$ cat config.mk
export PLATFORM = sky130hd
export DESIGN_NAME = mod_reduce_top
export DESIGN_NICKNAME = d
export VERILOG_FILES = /design/src/mod_reduce_pkg.sv /design/src/fold_reduce.sv /design/src/operand_shifter.sv /design/src/weight_gen.sv /design/src/term_accum.sv /design/src/reduce_ctrl.sv /design/src/mod_reduce_top.sv
export VERILOG_INCLUDE_DIRS = /design/src
export SDC_FILE = /design/constraint.sdc
export NUM_CORES = 1
export LEC_CHECK = 0
export BUFFER_PORTS_ARGS = -buffer_cell sky130_fd_sc_hd__buf_2
export CAP_MARGIN = 20
export CORE_MARGIN = 8
export CORE_UTILIZATION = 41
export DETAILED_ROUTE_END_ITERATION = 12
export GPL_ROUTABILITY_DRIVEN = 0
export PLACE_DENSITY = 0.73
export SETUP_SLACK_MARGIN = 0.4
export SLEW_MARGIN = 20
export SYNTH_ARGS = -nofsm -noshare
export SYNTH_HDL_FRONTEND = slang
export SYNTH_SLANG_ARGS = --single-unit
$ cat constraint.sdc
create_clock -name clk -period 12.5 [get_ports clk]
set_input_delay 0.625 -clock clk [delete_from_list [all_inputs] [get_ports clk]]
set_output_delay 0.625 -clock clk [all_outputs]
set_load 0.005 [all_outputs]
$ cat src/mod_reduce_cfg.svh
`ifndef MOD_REDUCE_CFG_SVH
`define MOD_REDUCE_CFG_SVH

// Modulus and operand geometry.
`define MOD_VALUE       4051
`define OPERAND_WIDTH   400
`define CHUNK_WIDTH     6
`define NUM_CHUNKS      67

// Residue and product widths.
`define RESIDUE_WIDTH   12
`define WIDE_WIDTH      18

// 4096 mod 4051 = 45, so bits above 12 fold back with weight 45.
`define FOLD_SHIFT      12
`define FOLD_FACTOR     45

`endif

$ cat src/mod_reduce_pkg.sv
`default_nettype none

`include "mod_reduce_cfg.svh"

package mod_reduce_pkg;

  // Full operand and one slice of it.
  typedef logic [`OPERAND_WIDTH-1:0] operand_t;
  typedef logic [`CHUNK_WIDTH-1:0]   chunk_t;

  // Residue below the modulus.
  typedef logic [`RESIDUE_WIDTH-1:0] residue_t;

  // Unfolded product, chunk times weight or weight times 64.
  typedef logic [`WIDE_WIDTH-1:0]    wide_t;

  // Step counter, wide enough for all chunks.
  typedef logic [$clog2(`NUM_CHUNKS)-1:0] chunk_idx_t;

  // Controller states.
  typedef enum logic [1:0]
  {
    st_idle,
    st_load,
    st_run,
    st_done
  } ctrl_state_t;

endpackage

`default_nettype wire

$ cat src/fold_reduce.sv
`timescale 1ns/1ps
`default_nettype none

`include "mod_reduce_cfg.svh"

module fold_reduce
(
  input  mod_reduce_pkg::wide_t    wide_value,
  output mod_reduce_pkg::residue_t residue
);

  import mod_reduce_pkg::*;

  residue_t                           fold_lo;
  logic [`WIDE_WIDTH-`FOLD_SHIFT-1:0] fold_hi;
  logic [`RESIDUE_WIDTH:0]            fold_sum;

  assign fold_lo = wide_value[`FOLD_SHIFT-1:0];
  assign fold_hi = wide_value[`WIDE_WIDTH-1:`FOLD_SHIFT];

  // 4096 = 45 mod 4051. Sum stays under 2 * 4051.
  assign fold_sum = (`RESIDUE_WIDTH+1)'(fold_lo)
                  + (`RESIDUE_WIDTH+1)'(fold_hi) * (`RESIDUE_WIDTH+1)'(`FOLD_FACTOR);

  assign residue = (fold_sum >= `MOD_VALUE) ? residue_t'(fold_sum - `MOD_VALUE)
                                            : residue_t'(fold_sum);

endmodule

`default_nettype wire

$ cat src/operand_shifter.sv
`timescale 1ns/1ps
`default_nettype none

`include "mod_reduce_cfg.svh"

module operand_shifter
(
  input  logic                     clk,
  input  logic                     reset,
  input  logic                     load,
  input  logic                     step,
  input  mod_reduce_pkg::operand_t operand,
  output mod_reduce_pkg::chunk_t   chunk
);

  import mod_reduce_pkg::*;

  operand_t shift_reg;

  // Lowest chunk first, zeros come in from the top.
  always_ff @(posedge clk)
  begin
    if (reset)
      shift_reg <= '0;
    else if (load)
      shift_reg <= operand;
    else if (step)
      shift_reg <= shift_reg >> `CHUNK_WIDTH;
  end

  // Top chunk has only 4 live bits.
  assign chunk = shift_reg[`CHUNK_WIDTH-1:0];

endmodule

`default_nettype wire

$ cat src/weight_gen.sv
`timescale 1ns/1ps
`default_nettype none

`include "mod_reduce_cfg.svh"

module weight_gen
(
  input  logic                     clk,
  input  logic                     reset,
  input  logic                     load,
  input  logic                     step,
  output mod_reduce_pkg::residue_t weight
);

  import mod_reduce_pkg::*;

  wide_t    weight_x64;
  residue_t weight_next;

  // Times 2^6 is a plain shift, fits in 18 bits.
  assign weight_x64 = {weight, {`CHUNK_WIDTH{1'b0}}};

  fold_reduce u_fold_weight
  (
    .wide_value (weight_x64),
    .residue    (weight_next)
  );

  // Weight of chunk i is 2^(6i) mod 4051.
  always_ff @(posedge clk)
  begin
    if (reset || load)
      weight <= residue_t'(1);
    else if (step)
      weight <= weight_next;
  end

endmodule

`default_nettype wire

$ cat src/term_accum.sv
`timescale 1ns/1ps
`default_nettype none

`include "mod_reduce_cfg.svh"

module term_accum
(
  input  logic                     clk,
  input  logic                     reset,
  input  logic                     load,
  input  logic                     step,
  input  mod_reduce_pkg::chunk_t   chunk,
  input  mod_reduce_pkg::residue_t weight,
  output mod_reduce_pkg::residue_t result
);

  import mod_reduce_pkg::*;

  wide_t                   product;
  residue_t                term;
  logic [`RESIDUE_WIDTH:0] acc_sum;
  residue_t                acc_next;

  // At most 63 * 4050, still inside 18 bits.
  assign product = wide_t'(chunk) * wide_t'(weight);

  fold_reduce u_fold_term
  (
    .wide_value (product),
    .residue    (term)
  );

  // ##############################
  // Accumulator
  // ##############################

  assign acc_sum  = {1'b0, result} + {1'b0, term};
  assign acc_next = (acc_sum >= `MOD_VALUE) ? residue_t'(acc_sum - `MOD_VALUE)
                                            : residue_t'(acc_sum);

  always_ff @(posedge clk)
  begin
    if (reset || load)
      result <= '0;
    else if (step)
      result <= acc_next;   // Holds between runs.
  end

endmodule

`default_nettype wire

$ cat src/reduce_ctrl.sv
`timescale 1ns/1ps
`default_nettype none

`include "mod_reduce_cfg.svh"

module reduce_ctrl
(
  input  logic clk,
  input  logic reset,
  input  logic req,
  output logic ack,
  output logic load,
  output logic step
);

  import mod_reduce_pkg::*;

  localparam chunk_idx_t last_idx = chunk_idx_t'(`NUM_CHUNKS - 1);

  ctrl_state_t state;
  ctrl_state_t state_next;
  chunk_idx_t  chunk_idx;

  // ##############################
  // State machine
  // ##############################

  always_ff @(posedge clk)
  begin
    if (reset)
      state <= st_idle;
    else
      state <= state_next;
  end

  always_comb
  begin
    state_next = state;
    case (state)
      st_idle:
      begin
        if (req)
          state_next = st_load;
      end
      st_load:
      begin
        state_next = st_run;
      end
      st_run:
      begin
        if (chunk_idx == last_idx)
          state_next = st_done;   // Last chunk taken this cycle.
      end
      st_done:
      begin
        if (!req)
          state_next = st_idle;   // Hold until req drops.
      end
      default:
      begin
        state_next = st_idle;
      end
    endcase
  end

  // Counts run cycles, restarts from zero on every entry to run.
  always_ff @(posedge clk)
  begin
    if (reset || state != st_run)
      chunk_idx <= '0;
    else
      chunk_idx <= chunk_idx + 1'b1;
  end

  // ##############################
  // Outputs
  // ##############################

  assign load = (state == st_load);
  assign step = (state == st_run);

  // Registered, follows done by one cycle.
  always_ff @(posedge clk)
  begin
    if (reset)
      ack <= 1'b0;
    else
      ack <= (state == st_done);
  end

endmodule

`default_nettype wire

$ cat src/mod_reduce_top.sv
`timescale 1ns/1ps
`default_nettype none

module mod_reduce_top
(
  input  logic                     clk,
  input  logic                     reset,
  input  logic                     req,
  input  mod_reduce_pkg::operand_t operand,
  output logic                     ack,
  output mod_reduce_pkg::residue_t result
);

  import mod_reduce_pkg::*;

  logic     load;   // One cycle, starts a reduction.
  logic     step;   // One chunk per cycle.
  chunk_t   chunk;
  residue_t weight;

  // ##############################
  // Control
  // ##############################

  reduce_ctrl u_ctrl
  (
    .clk   (clk),
    .reset (reset),
    .req   (req),
    .ack   (ack),
    .load  (load),
    .step  (step)
  );

  // ##############################
  // Datapath
  // ##############################

  operand_shifter u_shifter
  (
    .clk     (clk),
    .reset   (reset),
    .load    (load),
    .step    (step),
    .operand (operand),
    .chunk   (chunk)
  );

  weight_gen u_weight
  (
    .clk    (clk),
    .reset  (reset),
    .load   (load),
    .step   (step),
    .weight (weight)
  );

  // Chunk and weight line up, both advance on step.
  term_accum u_accum
  (
    .clk    (clk),
    .reset  (reset),
    .load   (load),
    .step   (step),
    .chunk  (chunk),
    .weight (weight),
    .result (result)
  );

endmodule

`default_nettype wire

==> metrics.txt <==
status finished clean; Post-CTS Repair Setup Buffers 0; ys async rst share 0; Routed Antenna Nets 0; type of the worst setup path flop to flop; H-tree depth 2; routed length per instance 17.5 um; max reg flops 400; DR pass1 iterations 5; Fin. Hold Viols 0; Worst Hold Class input port to flop; IO Count 416; Post-synth EDFFs 0; most frequent cell on the critical path fa_1; vias in the first global route 18620; Yosys top cell area share 0.360; vias per cell 5.24; Setup TNS Final 0 ps; Worst-path clk slew 60 ps; Post-CTS Hold Buffers 0; FF+latch count, synth 434; top-count cell post-synth nor2_1; Critical Path Start u_shifter.shift_reg[1]; Synth area leaders dfxtp_1 (36%), mux2i_1 (17%), a211oi_1 (13%), nor2_1 (7.1%), fa_1 (5.5%); most instantiated cells after synthesis nor2_1 (455), dfxtp_1 (434), a211oi_1 (404); Synth cell types 64; Reg2Reg Setup Slack 1590 ps; Max Buffers Root-to-Sink 3; register area share after synthesis 0.360; final HPWL from detailed placement 47.3 mm; fin nets 3490; core area 0.0586 mm^2; RSZ-0062 raised after global routing no; skew final 38.7 ps; Pleak 11.7 nW; fin crit share 0.873; Slew Limit Fails 0; Tmin final 10910 ps; vias 19738; syn avg cell area 9.15 um^2; WP data required 12970 ps; FMAX 0.0917 GHz; grt ovf 0; Total GRT Usage 0.185; die width 259 um; Worst R2R Start u_shifter.shift_reg[1]; wirelength, routed 66.0 mm; Std-Cell Rows 89; Final setup violation count 0; CTS tree done; Max Cap Viol 0; pin slew with the least headroom to its limit 1080 ps; final instance area 0.0285 mm^2; Post-CTS Resized 0; synthesized netlist cell count 2639; highest cell delay on the worst timing path 570 ps; Clock Latency Late Sink 610 ps; predominant post-synthesis flop cell dfxtp_1; Remaining DRCs 0; Setup crit end u_accum.result[0]; Iter 0 DRT Violations 1408; startpoint types flop; total CTS buffers 50; Mapped Area 0.0241 mm^2; Register-to-Register Path Depth 38; Syn Nets 3207; CTS sink count 434; layout cells sized above 1 0.181; R2R Path End u_accum.result[0]; CTS Root Cell clkbuf_16; dominant cell type by area after synthesis dfxtp_1; Area Overhead vs Synth 17.9%; Worst Path Max Fanout 13; die area 0.0669 mm^2; Arr. time, crit path 11380 ps; filler instances 5652; Power Density 256 mW/mm^2; first-pass GRT wire length 102 mm; initial antenna violation count 41; peak supply drop 0.423 mV; largest net degree at the start of global routing 292; dpl cell area 0.0266 mm^2; endpoint class of the critical path flop; Slew headroom 0.281; Initial Util 0.412; Slowest cell on crit path a31oi_2; Port Buffers 415; Ys Warns 0; die height 259 um
==> per-layer routing <==
metal  global-route usage  up-vias  wire [um]
li1                     -     9963          -
met1                0.236     9246      28700
met2                0.300      390      31600
met3               0.0534      117       4060
met4               0.0601       22       1520
met5                    0        -        131
==> worst min-delay path by stage <==
stage	from	to	depth (start not counted)
after floorplan	u_ctrl.chunk_idx[0]	u_ctrl.chunk_idx[0]	1
after global placement	u_ctrl.chunk_idx[0]	u_ctrl.chunk_idx[0]	1
after detailed placement	u_ctrl.chunk_idx[0]	u_ctrl.chunk_idx[0]	1
after CTS	operand[395]	u_shifter.shift_reg[395]	3
after global routing	operand[395]	u_shifter.shift_reg[395]	3
final	operand[395]	u_shifter.shift_reg[395]	3
==> through the flow <==
step                utilization  cells  power, mW  setup slack [ps]  hold slack (ps)
floorplan                     -   2639       5.05              2630              426
global placement          0.454   3642       5.69              1750              441
detailed placement        0.454   3642       5.76              1380              450
CTS                       0.484   3735       7.32              1390              213
global route              0.486   3758       7.86               787              219
finish                    0.486   3768       7.30              1590              253
==> placed cells by master, fill, tap and decap left out, drive strengths merged, types with 4 or more instances in the layout <==
cell type | Yosys | layout
or2 | 6 | 6
o211ai | 4 | 4
clkbuf | 150 | 69
a21oi | 43 | 43
ha | 99 | 99
nand2 | 41 | 41
diode | 0 | 32
mux2i | 402 | 402
or4 | 4 | 4
xnor2 | 35 | 35
fa | 66 | 66
a21o | 11 | 11
nand2b | 11 | 11
xor2 | 19 | 19
a211oi | 405 | 405
buf | 49 | 430
dfxtp | 434 | 434
and2 | 68 | 68
a41oi | 4 | 4
or3 | 15 | 15
a31oi | 12 | 12
clkinv | 1 | 13
inv | 148 | 153
a21boi | 4 | 4
nor2b | 21 | 21
o21ai | 38 | 38
nand3 | 18 | 18
nand4 | 5 | 5
nor4 | 8 | 8
and3 | 6 | 6
bufinv | 0 | 4
o21a | 6 | 6
nor2 | 455 | 455
nor3 | 11 | 11
==> kinds of logic (layout without fill, tap and decap cells) <==
group,Yosys count,count (layout),synth area share
AOI/OAI and AO/OA,555,555,0.167
xor gates and xnor gates,54,54,0.0196
adders and majority gates,165,165,0.106
buffers and inverters,348,672,0.0545
DFF,434,434,0.360
muxes,405,405,0.168
other,0,32,0
and+or+nand+nor,678,678,0.124
==> critical path: cells and delay by family, from the launching register on <==
kind / cells / cell delay, ps
AOI/OAI and AO/OA: 10 / 2870
adders and majority gates: 9 / 3970
DFF: 1 / 560
xor gates and xnor gates: 4 / 1050
and+or+nand+nor: 11 / 2060
buffers and inverters: 4 / 240
==> area by class of cell <==
class / count / area [um^2] / share of cell area
Inverter: 149 / 559 / 0.0196
Clock inverter: 24 / 307 / 0.0108
Timing Repair Buffer: 430 / 2270 / 0.0797
Tap cell: 773 / 967 / 0.0340
Multi-Input combinational cell: 1857 / 14200 / 0.498
Antenna cell: 32 / 80.1 / 0.00281
Sequential cell: 434 / 8690 / 0.305
Clock buffer: 69 / 1420 / 0.0500
==> report_power, final <==
| group | switching, mW | internal [mW] | leakage [nW] |
|---|---|---|---|
| sequential | 0.271 | 1.83 | 3.58 |
| clock | 0.630 | 0.890 | 0.842 |
| combinational | 2.14 | 1.53 | 7.30 |
| total | 3.04 | 4.26 | 11.7 |
(Power assumes the default switching activity.)
